## config.mk

```make
export PLATFORM = sky130hd
export DESIGN_NAME = axi_adxl345
export DESIGN_NICKNAME = d
export VERILOG_FILES = /design/src/adxl_pkg.sv /design/src/reg_ifs.sv /design/src/axil_slave.sv /design/src/adxl_reg_bank.sv /design/src/adxl_sequencer.sv /design/src/cmd_fifo.sv /design/src/axi_adxl345.sv
export SDC_FILE = /design/constraint.sdc
export NUM_CORES = 2
export LEC_CHECK = 0
export CAP_MARGIN = 20
export CELL_PAD_IN_SITES_DETAIL_PLACEMENT = 2
export CELL_PAD_IN_SITES_GLOBAL_PLACEMENT = 2
export CORE_MARGIN = 3
export CORE_UTILIZATION = 40
export CTS_BUF_LIST = sky130_fd_sc_hd__clkbuf_16
export CTS_CLUSTER_SIZE = 20
export DETAILED_ROUTE_END_ITERATION = 12
export DONT_BUFFER_PORTS = 1
export PLACE_DENSITY = 0.82
export SETUP_SLACK_MARGIN = 0.1
export SLEW_MARGIN = 20
export SYNTH_ARGS = -nofsm -noshare
export SYNTH_HDL_FRONTEND = slang
export SYNTH_SLANG_ARGS = --single-unit
```

## constraint.sdc

```tcl
create_clock -name S_AXI_LITE_ACLK -period 2.6 [get_ports S_AXI_LITE_ACLK]
set_clock_uncertainty 0.15 [all_clocks]
set_input_delay 0.39 -clock S_AXI_LITE_ACLK [delete_from_list [all_inputs] [get_ports S_AXI_LITE_ACLK]]
set_output_delay 0.39 -clock S_AXI_LITE_ACLK [all_outputs]
set_load 0.01 [all_outputs]
```

## src/adxl_pkg.sv

```systemverilog
package adxl_pkg;

    typedef logic [7:0]  byte_t;
    typedef logic [5:0]  reg_addr_t;
    typedef logic [3:0]  word_idx_t;
    typedef logic [31:0] axil_data_t;
    typedef logic [3:0]  axil_strb_t;

    // 0x1D-0x2A, 0x2C-0x2F, 0x31, 0x38
    localparam logic [63:0] WRITE_MASK = 64'h0102_F7FF_E000_0000;

    localparam reg_addr_t SCAN_LIMIT = 6'h39; // last register read back
    localparam byte_t READ_LENGTH = 8'd58;

    localparam logic [1:0] RESP_OKAY = 2'b00;

    typedef enum logic [2:0] {
        IDLE,
        CHECK_DIRTY,
        SEND_ADDR,
        SEND_VALUE,
        NEXT_ADDR,
        SEND_READ_REQ,
        AWAIT_READ_DATA
    } seq_state_t;

endpackage

```

## src/reg_ifs.sv

```systemverilog
`timescale 1ns/1ps

interface host_reg_if;
    logic                  wr_en;
    adxl_pkg::word_idx_t   wr_word;
    adxl_pkg::axil_data_t  wr_data;
    adxl_pkg::axil_strb_t  wr_strb;
    adxl_pkg::word_idx_t   rd_word;
    adxl_pkg::axil_data_t  rd_data;

    modport host (output wr_en, wr_word, wr_data, wr_strb, rd_word, input rd_data);
    modport bank (input wr_en, wr_word, wr_data, wr_strb, rd_word, output rd_data);
endinterface

interface bank_seq_if;
    adxl_pkg::reg_addr_t scan_addr;
    logic                clear_dirty;
    logic                update_done;
    logic                update_pending;
    logic                scan_dirty;
    adxl_pkg::byte_t     scan_value;
    logic                rx_en;
    adxl_pkg::reg_addr_t rx_addr;
    adxl_pkg::byte_t     rx_data;

    modport seq (
        output scan_addr, clear_dirty, update_done, rx_en, rx_addr, rx_data,
        input  update_pending, scan_dirty, scan_value
    );
    modport bank (
        input  scan_addr, clear_dirty, update_done, rx_en, rx_addr, rx_data,
        output update_pending, scan_dirty, scan_value
    );
endinterface

```

## src/axil_slave.sv

```systemverilog
`timescale 1ns/1ps

module axil_slave (
    input  logic                 S_AXI_LITE_ACLK,
    input  logic                 S_AXI_LITE_ARESETN,
    input  adxl_pkg::reg_addr_t  s_axi_lite_awaddr,
    input  logic                 s_axi_lite_awvalid,
    output logic                 s_axi_lite_awready,
    input  adxl_pkg::axil_data_t s_axi_lite_wdata,
    input  adxl_pkg::axil_strb_t s_axi_lite_wstrb,
    input  logic                 s_axi_lite_wvalid,
    output logic                 s_axi_lite_wready,
    output logic [1:0]           s_axi_lite_bresp,
    output logic                 s_axi_lite_bvalid,
    input  logic                 s_axi_lite_bready,
    input  adxl_pkg::reg_addr_t  s_axi_lite_araddr,
    input  logic                 s_axi_lite_arvalid,
    output logic                 s_axi_lite_arready,
    output adxl_pkg::axil_data_t s_axi_lite_rdata,
    output logic [1:0]           s_axi_lite_rresp,
    output logic                 s_axi_lite_rvalid,
    input  logic                 s_axi_lite_rready,
    host_reg_if.host             regs
);

    logic aw_en; // no write response outstanding
    logic wr_accept;
    logic rd_accept;

    assign wr_accept = !s_axi_lite_awready && s_axi_lite_awvalid && s_axi_lite_wvalid && aw_en;
    assign rd_accept = !s_axi_lite_arready && s_axi_lite_arvalid && !s_axi_lite_rvalid;

    assign regs.wr_en = s_axi_lite_awready && s_axi_lite_awvalid
                        && s_axi_lite_wready && s_axi_lite_wvalid;
    assign regs.wr_word = s_axi_lite_awaddr[5:2]; // byte address to word
    assign regs.wr_data = s_axi_lite_wdata;
    assign regs.wr_strb = s_axi_lite_wstrb;

    assign s_axi_lite_bresp = adxl_pkg::RESP_OKAY;
    assign s_axi_lite_rresp = adxl_pkg::RESP_OKAY;

    always_ff @(posedge S_AXI_LITE_ACLK) begin
        if (!S_AXI_LITE_ARESETN) begin
            s_axi_lite_awready <= 1'b0;
            s_axi_lite_wready  <= 1'b0;
            s_axi_lite_bvalid  <= 1'b0;
            aw_en              <= 1'b1;
        end else begin
            s_axi_lite_awready <= wr_accept; // single-cycle ready pulse
            s_axi_lite_wready  <= wr_accept;
            if (wr_accept) begin
                aw_en <= 1'b0;
            end else if (s_axi_lite_bvalid && s_axi_lite_bready) begin
                aw_en <= 1'b1;
            end
            if (regs.wr_en) begin
                s_axi_lite_bvalid <= 1'b1;
            end else if (s_axi_lite_bready) begin
                s_axi_lite_bvalid <= 1'b0;
            end
        end
    end

    always_ff @(posedge S_AXI_LITE_ACLK) begin
        if (!S_AXI_LITE_ARESETN) begin
            s_axi_lite_arready <= 1'b0;
            s_axi_lite_rvalid  <= 1'b0;
        end else begin
            s_axi_lite_arready <= rd_accept;
            if (s_axi_lite_arready && s_axi_lite_arvalid) begin
                s_axi_lite_rvalid <= 1'b1;
            end else if (s_axi_lite_rready) begin
                s_axi_lite_rvalid <= 1'b0;
            end
        end
    end

    always_ff @(posedge S_AXI_LITE_ACLK) begin
        if (rd_accept) begin
            regs.rd_word <= s_axi_lite_araddr[5:2];
        end
        if (s_axi_lite_arready && s_axi_lite_arvalid) begin
            s_axi_lite_rdata <= regs.rd_data;
        end
    end

    // a second write is never taken while its response waits
    assert property (@(posedge S_AXI_LITE_ACLK) disable iff (!S_AXI_LITE_ARESETN)
        regs.wr_en |-> !s_axi_lite_bvalid)
        else $error("write accepted with BVALID high");

    // read data held until taken
    assert property (@(posedge S_AXI_LITE_ACLK) disable iff (!S_AXI_LITE_ARESETN)
        s_axi_lite_rvalid && !s_axi_lite_rready
        |=> s_axi_lite_rvalid && $stable(s_axi_lite_rdata))
        else $error("RVALID or RDATA changed before RREADY");

endmodule

```

## src/adxl_reg_bank.sv

```systemverilog
`timescale 1ns/1ps

module adxl_reg_bank (
    input  logic      S_AXI_LITE_ACLK,
    input  logic      S_AXI_LITE_ARESETN,
    host_reg_if.bank  host,
    bank_seq_if.bank  seq
);

    adxl_pkg::byte_t [63:0] map; // register shadow
    logic [63:0] dirty;
    logic [63:0] host_hit;       // bytes written by the host this cycle
    logic [63:0] rx_hit;
    logic [63:0] clr_hit;
    logic        pending;

    always_comb begin
        host_hit = '0;
        for (int b = 0; b < 4; b++) begin
            if (host.wr_en && host.wr_strb[b]) begin
                host_hit[4 * host.wr_word + b] = 1'b1;
            end
        end
        host_hit &= adxl_pkg::WRITE_MASK; // read-only bytes dropped
    end

    assign rx_hit  = seq.rx_en ? (64'd1 << seq.rx_addr) : '0;
    assign clr_hit = seq.clear_dirty ? (64'd1 << seq.scan_addr) : '0;

    always_ff @(posedge S_AXI_LITE_ACLK) begin
        if (!S_AXI_LITE_ARESETN) begin
            map     <= '0;
            dirty   <= '0;
            pending <= 1'b0;
        end else begin
            for (int i = 0; i < 64; i++) begin
                if (host_hit[i]) begin
                    map[i]   <= host.wr_data[8 * (i % 4) +: 8];
                    dirty[i] <= 1'b1;
                end else begin
                    if (rx_hit[i]) begin
                        map[i] <= seq.rx_data; // host wins on a clash
                    end
                    if (clr_hit[i]) begin
                        dirty[i] <= 1'b0;
                    end
                end
            end
            if (|host_hit) begin
                pending <= 1'b1;
            end else if (seq.update_done) begin
                pending <= 1'b0;
            end
        end
    end

    assign host.rd_data       = map[{host.rd_word, 2'b00} +: 4];
    assign seq.update_pending = pending;
    assign seq.scan_dirty     = dirty[seq.scan_addr];
    assign seq.scan_value     = map[seq.scan_addr];

    // a reply longer than the map would wrap the address
    assert property (@(posedge S_AXI_LITE_ACLK) disable iff (!S_AXI_LITE_ARESETN)
        seq.rx_en |-> seq.rx_addr <= adxl_pkg::SCAN_LIMIT)
        else $error("stream byte beyond scan limit");

endmodule

```

## src/adxl_sequencer.sv

```systemverilog
`timescale 1ns/1ps

module adxl_sequencer #(
    parameter logic [6:0] DEVICE_ADDRESS   = 7'h53,
    parameter int         REQUEST_INTERVAL = 1000
) (
    input  logic            S_AXI_LITE_ACLK,
    input  logic            S_AXI_LITE_ARESETN,
    bank_seq_if.seq         bank,
    output logic            push,
    output adxl_pkg::byte_t push_data,
    output adxl_pkg::byte_t push_user,
    output logic            push_last,
    input  logic            almost_full,
    input  adxl_pkg::byte_t s_axis_tdata,
    input  logic            s_axis_tvalid,
    input  logic            s_axis_tlast
);

    localparam int TW = $clog2(REQUEST_INTERVAL + 1);
    localparam logic [TW-1:0] TIMER_LAST = TW'(REQUEST_INTERVAL - 1);

    adxl_pkg::seq_state_t state;
    adxl_pkg::reg_addr_t  addr;
    logic [TW-1:0]        timer;

    assign bank.scan_addr = addr;
    assign bank.rx_addr   = addr;
    assign bank.rx_data   = s_axis_tdata;
    assign bank.rx_en     = (state == adxl_pkg::AWAIT_READ_DATA) && s_axis_tvalid;

    always_comb begin
        push             = 1'b0;
        push_data        = {2'b00, addr}; // register address byte
        push_user        = {DEVICE_ADDRESS, 1'b0};
        push_last        = 1'b0;
        bank.clear_dirty = 1'b0;
        bank.update_done = 1'b0;
        case (state)
            adxl_pkg::SEND_ADDR: begin
                push = !almost_full;
            end
            adxl_pkg::SEND_VALUE: begin
                push             = !almost_full;
                push_data        = bank.scan_value;
                push_last        = 1'b1;
                bank.clear_dirty = !almost_full;
            end
            adxl_pkg::NEXT_ADDR: begin
                bank.update_done = (addr == adxl_pkg::SCAN_LIMIT);
            end
            adxl_pkg::SEND_READ_REQ: begin
                push      = !almost_full;
                push_data = adxl_pkg::READ_LENGTH;
                push_user = {DEVICE_ADDRESS, 1'b1}; // read flag
                push_last = 1'b1;
            end
            default: ;
        endcase
    end

    always_ff @(posedge S_AXI_LITE_ACLK) begin
        if (!S_AXI_LITE_ARESETN) begin
            state <= adxl_pkg::IDLE;
            addr  <= '0;
            timer <= '0;
        end else begin
            case (state)
                adxl_pkg::IDLE: begin
                    if (bank.update_pending) begin
                        state <= adxl_pkg::CHECK_DIRTY;
                        addr  <= '0;
                    end else if (timer == TIMER_LAST) begin
                        state <= adxl_pkg::SEND_READ_REQ;
                    end else begin
                        timer <= timer + 1'b1;
                    end
                end
                adxl_pkg::CHECK_DIRTY: begin
                    state <= bank.scan_dirty ? adxl_pkg::SEND_ADDR : adxl_pkg::NEXT_ADDR;
                end
                adxl_pkg::SEND_ADDR: begin
                    if (!almost_full) state <= adxl_pkg::SEND_VALUE;
                end
                adxl_pkg::SEND_VALUE: begin
                    if (!almost_full) state <= adxl_pkg::NEXT_ADDR;
                end
                adxl_pkg::NEXT_ADDR: begin
                    if (addr == adxl_pkg::SCAN_LIMIT) begin
                        state <= adxl_pkg::IDLE;
                    end else begin
                        addr  <= addr + 1'b1;
                        state <= adxl_pkg::CHECK_DIRTY;
                    end
                end
                adxl_pkg::SEND_READ_REQ: begin
                    if (!almost_full) begin
                        state <= adxl_pkg::AWAIT_READ_DATA;
                        addr  <= '0; // reply starts at register 0
                    end
                end
                adxl_pkg::AWAIT_READ_DATA: begin
                    if (s_axis_tvalid) begin
                        addr <= addr + 1'b1;
                        if (s_axis_tlast) begin
                            state <= adxl_pkg::IDLE;
                            timer <= '0;
                        end
                    end
                end
                default: state <= adxl_pkg::IDLE;
            endcase
        end
    end

    // only a byte found dirty is ever cleared
    assert property (@(posedge S_AXI_LITE_ACLK) disable iff (!S_AXI_LITE_ARESETN)
        bank.clear_dirty |-> bank.scan_dirty)
        else $error("dirty flag cleared on a clean byte");

endmodule

```

## src/cmd_fifo.sv

```systemverilog
`timescale 1ns/1ps

module cmd_fifo #(
    parameter int FIFO_DEPTH = 16
) (
    input  logic            S_AXI_LITE_ACLK,
    input  logic            S_AXI_LITE_ARESETN,
    input  logic            push,
    input  adxl_pkg::byte_t push_data,
    input  adxl_pkg::byte_t push_user,
    input  logic            push_last,
    output logic            almost_full,
    output adxl_pkg::byte_t m_axis_tdata,
    output adxl_pkg::byte_t m_axis_tuser,
    output logic            m_axis_tvalid,
    output logic            m_axis_tlast,
    input  logic            m_axis_tready
);

    localparam int AW = $clog2(FIFO_DEPTH);
    localparam int CW = $clog2(FIFO_DEPTH + 1);

    logic [16:0]   mem [FIFO_DEPTH]; // {last, user, data}
    logic [AW-1:0] wr_ptr;
    logic [AW-1:0] rd_ptr;
    logic [CW-1:0] count;
    logic          pop;

    assign pop = m_axis_tvalid && m_axis_tready;
    assign m_axis_tvalid = (count != '0);
    assign {m_axis_tlast, m_axis_tuser, m_axis_tdata} = mem[rd_ptr]; // show-ahead head
    assign almost_full = (count >= CW'(FIFO_DEPTH - 2));

    always_ff @(posedge S_AXI_LITE_ACLK) begin
        if (push) mem[wr_ptr] <= {push_last, push_user, push_data};
    end

    always_ff @(posedge S_AXI_LITE_ACLK) begin
        if (!S_AXI_LITE_ARESETN) begin
            wr_ptr <= '0;
            rd_ptr <= '0;
            count  <= '0;
        end else begin
            if (push) wr_ptr <= (wr_ptr == AW'(FIFO_DEPTH - 1)) ? '0 : wr_ptr + 1'b1;
            if (pop) rd_ptr <= (rd_ptr == AW'(FIFO_DEPTH - 1)) ? '0 : rd_ptr + 1'b1;
            if (push && !pop) begin
                count <= count + 1'b1;
            end else if (pop && !push) begin
                count <= count - 1'b1;
            end
        end
    end

    assert property (@(posedge S_AXI_LITE_ACLK) disable iff (!S_AXI_LITE_ARESETN)
        push |-> count != CW'(FIFO_DEPTH))
        else $error("push into full FIFO");

endmodule

```

## src/axi_adxl345.sv

```systemverilog
`timescale 1ns/1ps

module axi_adxl345 #(
    parameter logic [6:0] DEVICE_ADDRESS   = 7'h53,
    parameter int         REQUEST_INTERVAL = 1000,
    parameter int         FIFO_DEPTH       = 16
) (
    input  logic                 S_AXI_LITE_ACLK,
    input  logic                 S_AXI_LITE_ARESETN,
    input  adxl_pkg::reg_addr_t  s_axi_lite_awaddr,
    input  logic                 s_axi_lite_awvalid,
    output logic                 s_axi_lite_awready,
    input  adxl_pkg::axil_data_t s_axi_lite_wdata,
    input  adxl_pkg::axil_strb_t s_axi_lite_wstrb,
    input  logic                 s_axi_lite_wvalid,
    output logic                 s_axi_lite_wready,
    output logic [1:0]           s_axi_lite_bresp,
    output logic                 s_axi_lite_bvalid,
    input  logic                 s_axi_lite_bready,
    input  adxl_pkg::reg_addr_t  s_axi_lite_araddr,
    input  logic                 s_axi_lite_arvalid,
    output logic                 s_axi_lite_arready,
    output adxl_pkg::axil_data_t s_axi_lite_rdata,
    output logic [1:0]           s_axi_lite_rresp,
    output logic                 s_axi_lite_rvalid,
    input  logic                 s_axi_lite_rready,
    output adxl_pkg::byte_t      m_axis_tdata,
    output adxl_pkg::byte_t      m_axis_tuser,
    output logic                 m_axis_tvalid,
    output logic                 m_axis_tlast,
    input  logic                 m_axis_tready,
    input  adxl_pkg::byte_t      s_axis_tdata,
    input  logic                 s_axis_tvalid,
    input  logic                 s_axis_tlast
);

    logic            push;
    adxl_pkg::byte_t push_data;
    adxl_pkg::byte_t push_user;
    logic            push_last;
    logic            almost_full;

    host_reg_if host_bus ();
    bank_seq_if seq_bus ();

    axil_slave u_axil_slave (
        .S_AXI_LITE_ACLK    (S_AXI_LITE_ACLK),
        .S_AXI_LITE_ARESETN (S_AXI_LITE_ARESETN),
        .s_axi_lite_awaddr  (s_axi_lite_awaddr),
        .s_axi_lite_awvalid (s_axi_lite_awvalid),
        .s_axi_lite_awready (s_axi_lite_awready),
        .s_axi_lite_wdata   (s_axi_lite_wdata),
        .s_axi_lite_wstrb   (s_axi_lite_wstrb),
        .s_axi_lite_wvalid  (s_axi_lite_wvalid),
        .s_axi_lite_wready  (s_axi_lite_wready),
        .s_axi_lite_bresp   (s_axi_lite_bresp),
        .s_axi_lite_bvalid  (s_axi_lite_bvalid),
        .s_axi_lite_bready  (s_axi_lite_bready),
        .s_axi_lite_araddr  (s_axi_lite_araddr),
        .s_axi_lite_arvalid (s_axi_lite_arvalid),
        .s_axi_lite_arready (s_axi_lite_arready),
        .s_axi_lite_rdata   (s_axi_lite_rdata),
        .s_axi_lite_rresp   (s_axi_lite_rresp),
        .s_axi_lite_rvalid  (s_axi_lite_rvalid),
        .s_axi_lite_rready  (s_axi_lite_rready),
        .regs               (host_bus.host)
    );

    adxl_reg_bank u_reg_bank (
        .S_AXI_LITE_ACLK    (S_AXI_LITE_ACLK),
        .S_AXI_LITE_ARESETN (S_AXI_LITE_ARESETN),
        .host               (host_bus.bank),
        .seq                (seq_bus.bank)
    );

    adxl_sequencer #(
        .DEVICE_ADDRESS   (DEVICE_ADDRESS),
        .REQUEST_INTERVAL (REQUEST_INTERVAL)
    ) u_sequencer (
        .S_AXI_LITE_ACLK    (S_AXI_LITE_ACLK),
        .S_AXI_LITE_ARESETN (S_AXI_LITE_ARESETN),
        .bank               (seq_bus.seq),
        .push               (push),
        .push_data          (push_data),
        .push_user          (push_user),
        .push_last          (push_last),
        .almost_full        (almost_full),
        .s_axis_tdata       (s_axis_tdata),
        .s_axis_tvalid      (s_axis_tvalid),
        .s_axis_tlast       (s_axis_tlast)
    );

    cmd_fifo #(
        .FIFO_DEPTH (FIFO_DEPTH)
    ) u_cmd_fifo (
        .S_AXI_LITE_ACLK    (S_AXI_LITE_ACLK),
        .S_AXI_LITE_ARESETN (S_AXI_LITE_ARESETN),
        .push               (push),
        .push_data          (push_data),
        .push_user          (push_user),
        .push_last          (push_last),
        .almost_full        (almost_full),
        .m_axis_tdata       (m_axis_tdata),
        .m_axis_tuser       (m_axis_tuser),
        .m_axis_tvalid      (m_axis_tvalid),
        .m_axis_tlast       (m_axis_tlast),
        .m_axis_tready      (m_axis_tready)
    );

endmodule

```

==> out/qor.csv, run 1 <==
stage;metric;value;unit
outcome;status;did not finish;
outcome;lastStage;5_1_grt;
outcome;error_line;[ERROR GRT-0232] Routing congestion too high. Check the congestion heatmap in the GUI.;
yosys;ys_ff_latch;770;
yosys;seq_area_frac_synth;44.9;%
sta;crit_endpoint;m_axis_tuser[0];
global_routing;overflow;78;
yosys;syn_area;38700;sq um
floorplanning;num_io_pins;125;
yosys;synth_cells;3275;
place;gp_congestion;0.993;
cts;clockBufferDepth;3;
global_routing;antenna_found_initial;104;
place;place_ws;-0.717;ns
sta;endpoint_type;primary output;
cts;cts_made_buffers;89;
floorplanning;fp.dieH;317;um
floorplanning;rows;113;
yosys;synth-warning-count;0;
place;dp.cells;4659;
yosys;async_flop_share;0;%
yosys;syn_area_per_cell;11.8;sq um
yosys;synthFlopType;dfxtp_1;
global_routing;grtUsageTotal;71.9;%
floorplanning;start_util;40.5;%
yosys;synth_top_area_share;29.7;%
global_routing;grt_max_degree;118;
cts;clock-sinks;770;
cts;root_buffer;clkbuf_16;
yosys;yosysUniqueCellTypes;82;
place;hpwlAfterDp;135000;um
yosys;synth_edf_count;196;
place;portBuffers;0;
floorplanning;die_w;317;um
yosys;synth_top_cell_by_area;dfxtp_1;
place;post_dp_cell_area;43100;sq um
cts;h-tree-depth;3;
yosys;synthTopCellsByArea;dfxtp_1, mux4_2, edfxtp_1;
routing by layer:
layer / GRT usage, % / GRT overflow
met1: 71.0 / 0
met2: 85.9 / 35
met3: 60.1 / 1
met4: 70.8 / 42
met5: 39.8 / 0
cells in the mapped netlist (6+ instances only):
cell type,count
inv_1,15
nor2_1,487
nand3_2,8
clkbuf_1,156
nor2b_1,15
buf_2,69
o21ai_0,76
a21oi_1,82
a311oi_1,33
buf_4,36
nand2_1,238
o31ai_1,8
ha_1,17
mux4_2,331
a21boi_0,10
mux2i_1,491
mux2_2,7
nand3b_1,8
nand4_1,7
edfxtp_1,196
a31oi_1,11
and2_1,13
nand2b_1,11
a211oi_1,96
buf_6,9
nor2_4,6
nand3_1,30
or3_1,9
dfxtp_1,574
o211ai_1,8
nor3_1,21
and3_1,7
o211a_1,42
buf_1,27
nor3_4,7
nor2_2,15
xor2_1,14
through the flow:
step                hold slack (ns)  TNS (ns)  utilization, %
floorplan                     0.275    -0.170               -
global placement              0.285    -43.44            45.2
CTS                          0.0226    -25.17            51.4
detailed placement            0.324    -80.81            45.2
logic make-up after synthesis:
| group | after synthesis | synth area share (%) |
|---|---|---|
| multiplexers | 834 | 32.5 |
| other | 2 | 0.0194 |
| adder cells (fa/ha/maj) | 18 | 0.602 |
| AO/OA/AOI/OAI | 413 | 7.48 |
| buffers and inverters | 316 | 3.85 |
| AND/OR/NAND/NOR | 906 | 10.3 |
| XOR/XNOR | 16 | 0.362 |
| flip-flops | 770 | 44.9 |
timing repair:
action                                  in CTS
endpoints found under the setup margin     612
endpoints found under the hold margin      551
setup buffers                               60
hold buffers                                66
resized for setup                          240
pin swaps                                   39
cloned                                      21
==> run 2, diff against run 1 <==
--- a/config.mk
+++ b/config.mk
@@ -6,16 +6,11 @@
 export NUM_CORES = 2
 export LEC_CHECK = 0
 export CAP_MARGIN = 20
-export CELL_PAD_IN_SITES_DETAIL_PLACEMENT = 2
-export CELL_PAD_IN_SITES_GLOBAL_PLACEMENT = 2
 export CORE_MARGIN = 3
-export CORE_UTILIZATION = 40
-export CTS_BUF_LIST = sky130_fd_sc_hd__clkbuf_16
-export CTS_CLUSTER_SIZE = 20
+export CORE_UTILIZATION = 25
 export DETAILED_ROUTE_END_ITERATION = 12
 export DONT_BUFFER_PORTS = 1
-export PLACE_DENSITY = 0.82
-export SETUP_SLACK_MARGIN = 0.1
+export PLACE_DENSITY_LB_ADDON = 0.15
 export SLEW_MARGIN = 20
 export SYNTH_ARGS = -nofsm -noshare
 export SYNTH_HDL_FRONTEND = slang
==> constraint.sdc (replaced) <==
create_clock -name S_AXI_LITE_ACLK -period 3.4 [get_ports S_AXI_LITE_ACLK]
set_clock_uncertainty 0.15 [all_clocks]
set_input_delay 0.51 -clock S_AXI_LITE_ACLK [delete_from_list [all_inputs] [get_ports S_AXI_LITE_ACLK]]
set_output_delay 0.51 -clock S_AXI_LITE_ACLK [all_outputs]
set_load 0.01 [all_outputs]
==> run 2 against run 1 <==
Effect of this change:
- the flow now finishes without violations
- area after synthesis unchanged
- synthesized cell count did not move
==> out/qor.csv, run 2 <==
stage;metric;value;unit;change
cts;root_buffer;clkbuf_16;;
finish;layout_commonest_cell;dfxtp_1;;
yosys;async_flop_share;0;%;unchanged
yosys;synth_top_area_share;29.7;%;unchanged
worst_hold_path;hp-class;in -> reg;;
power_and_ir_drop;internal-power;17.6;mW;
sta;period_share;96.5;%;
worst_setup_path;cpMostUsedCell;buf_4;;
yosys;seq_area_frac_synth;44.9;%;unchanged
place;portBuffers;0;;unchanged
job;cap_violations;0;;
yosys;ys_top_cells_by_count;dfxtp_1, mux2i_1, nor2_1;;
yosys;synthFlopType;dfxtp_1;;
sta;period_needed;3.28;ns;
sta;clock.fmax;305;MHz;
worst_setup_path;max_stage_delay;0.62;ns;
finish;synthToLayoutAreaGrowth;19.2;%;
sta;setup_violations;0;;
floorplanning;die_w;399;um;+26%
finish;layout-drive-gt1-share;22.7;%;
floorplanning;num_io_pins;125;;unchanged
detailed_routing;drtAntennaViolNets;0;;
finish;nFillCells;15719;;
worst_setup_path;slowest_stage;mux4_1;;
floorplanning;fp.dieH;399;um;+26%
detailed_routing;viasPerCell;5.24;;
power_and_ir_drop;powerDensity;519;nW/um^2;
finish;largest_register;u_reg_bank.map;;
place;gp_congestion;0.865;;-13%
floorplanning;core_area;153000;sq um;
global_routing;grt_pass1_wl;236000;um;
finish;largest_reg_flops;512;;
worst_setup_path;start_kind;register;;
detailed_routing;routed_wl;170000;um;
detailed_routing;routedWlPerCell;31.1;um;
sta;fin_setup_tns;0;ns;
cts;clock-sinks;770;;unchanged
global_routing;overflow;0;;
yosys;syn_area;38700;sq um;unchanged
yosys;synth_edf_count;196;;unchanged
power_and_ir_drop;p_sw_share;26.4;%;
detailed_routing;vias;28663;;
worst_setup_path;critPathMaxFanout;16;;
yosys;synth-warning-count;0;;unchanged
cts;path_clk_slew;0.06;ns;
place;hpwlAfterDp;117000;um;-14%
power_and_ir_drop;leakagePower;16.7;nW;
floorplanning;start_util;25.3;%;-15 points
outcome;status;finished clean;;
power_and_ir_drop;p_switching;6.32;mW;
sta;rsz0062_at_grt;no;;
detailed_routing;dr.pass1.iters;5;;
worst_setup_path;crit_type;reg -> reg;;
global_routing;grtUsageTotal;21.1;%;
cts;cts_made_buffers;94;;+5.6%
sta;slew_violations;0;;
power_and_ir_drop;clkPwrFrac;47.6;%;
finish;finish.utilization;30.2;%;
yosys;synth_top_cell_by_area;dfxtp_1;;
worst_setup_path;worstPathRequired;3.61;ns;
global_routing;grt_pass1_vias;27696;;
sta;worst_pin_slew;0.982;ns;
power_and_ir_drop;peakVddDrop;0.000385;V;
global_routing;antenna_found_initial;25;;
cts;clk_latency;0.74;ns;
yosys;yosysUniqueCellTypes;82;;unchanged
cts;clockBufferDepth;3;;unchanged
detailed_routing;drtIter0Drc;2836;;
global_routing;grt_max_degree;104;;
yosys;yosysMostFrequentCell;dfxtp_1;;
yosys;syn_area_per_cell;11.8;sq um;unchanged
cts;h-tree-depth;3;;unchanged
worst_setup_path;critPathCaptureType;register;;
floorplanning;rows;143;;+27%
floorplanning;die-area;160000;sq um;
sta;hold_viol;0;;
power_and_ir_drop;p_seq_share;40.4;%;
finish;layout_common_cells;dfxtp_1, mux2i_1, nor2_1;;
worst_setup_path;critPathArrivalTime;3.49;ns;
cts;cts_tree;yes;;
yosys;synthTopCellsByArea;dfxtp_1, mux4_2, edfxtp_1;;
worst_setup_path;cp_cell_sequence;buf_4 > mux4_1 > nand2_1 > o21ai_1 > a2111oi_0 > buf_4 > a31oi_1 > a221o_1;;
power_and_ir_drop;combPwrFrac;12.0;%;
finish;nets;3425;;
yosys;ys_ff_latch;770;;unchanged
sta;relSlewSlack;34.4;%;
yosys;synth_cells;3275;;unchanged
detailed_routing;drc;0;;
finish;largestRegisters;u_reg_bank.map: 512 flops, u_cmd_fifo.mem: 160 flops, u_axil_slave.s_axi_lite_rdata: 32 flops;;
run 2: cell counts after synthesis:
No cell type changed its count.
run 2: what timing repair did:
action | CTS | global route
hold buffers | 61 | 0
gates cloned | 0 | 0
resized for setup | 1 | 1
endpoints found under the hold margin | 552 | 0
buffers inserted | 0 | 5
endpoints found under the setup margin | 10 | 35
run 2: layout make-up:
cell class	count	area, sq um	area share [%]
diodes	14	35.0	0.0760
clock buffers	134	2770	6.01
clock inverters	43	756	1.64
inverters	16	67.6	0.147
multi-input cells	2198	19900	43.1
flip-flops and latches	770	17400	37.7
well taps	2030	2540	5.51
repair buffers	261	2660	5.76
run 2: logic make-up after synthesis:
family / share of synthesized area (%)
compound gates: 7.48
xor+xnor: 0.362
fa+ha+maj: 0.602
buf+inv: 3.85
flops: 44.9
mux: 32.5
other cells: 0.0194
simple gates: 10.3
run 2: path summary, 6_finish.rpt:
kind | startpoint | end | slack [ns] | cells after the start
min reg2reg | u_axil_slave.aw_en | u_axil_slave.s_axi_lite_awready | 0.30 | 2
max reg2reg | u_sequencer.bank.rx_addr[0] | u_cmd_fifo.mem[5][5] | 0.12 | 8
min | s_axi_lite_awaddr[3] | u_reg_bank.seq.update_pending | 0.003 | 3
max | u_sequencer.bank.rx_addr[0] | u_cmd_fifo.mem[5][5] | 0.12 | 8
run 2: power groups by stage:
| stage | clock network (mW) | registers, mW | logic, mW |
|---|---|---|---|
| after detailed placement | 0 | 9.89 | 2.59 |
| after CTS | 11.7 | 9.69 | 2.88 |
| final | 11.4 | 9.68 | 2.87 |
| after global placement | 0 | 9.89 | 2.59 |
| after global routing | 12.1 | 9.70 | 3.11 |
| after floorplan | 0 | 9.78 | 1.94 |
run 2: critical path: cells and delay by family (launching register included):
family	cells	cell delay [ns]
buffers and inverters	2	0.40
DFF	1	0.47
AOI/OAI and AO/OA	4	1.19
muxes	1	0.62
and+or+nand+nor	1	0.10
run 2: layer usage:
| metal | vias to the layer above | share of wire [%] | routed length [um] | GRT usage (%) |
|---|---|---|---|---|
| met5 | - | 0.0071 | 12 | 0 |
| met1 | 14948 | 46 | 77600 | 30.0 |
| met4 | 2 | 3.2 | 5360 | 6.65 |
| met3 | 204 | 6.5 | 11000 | 3.94 |
| met2 | 1085 | 45 | 75700 | 32.2 |
| li1 | 12424 | - | - | - |
run 2: through the flow:
step	cells	total power, mW	cell area (sq um)	setup slack, ns	hold WS (ns)
after global routing	5456	24.9	46100	0.0420	0.0103
after CTS	5447	24.3	46000	0.00926	0.000168
after global placement	5209	12.5	41700	0.152	0.293
final	5466	24.0	46100	0.119	0.00326
after floorplan	3284	11.7	38700	0.586	0.275
after detailed placement	5209	12.5	41700	0.142	0.295
(Power assumes the default switching activity.)
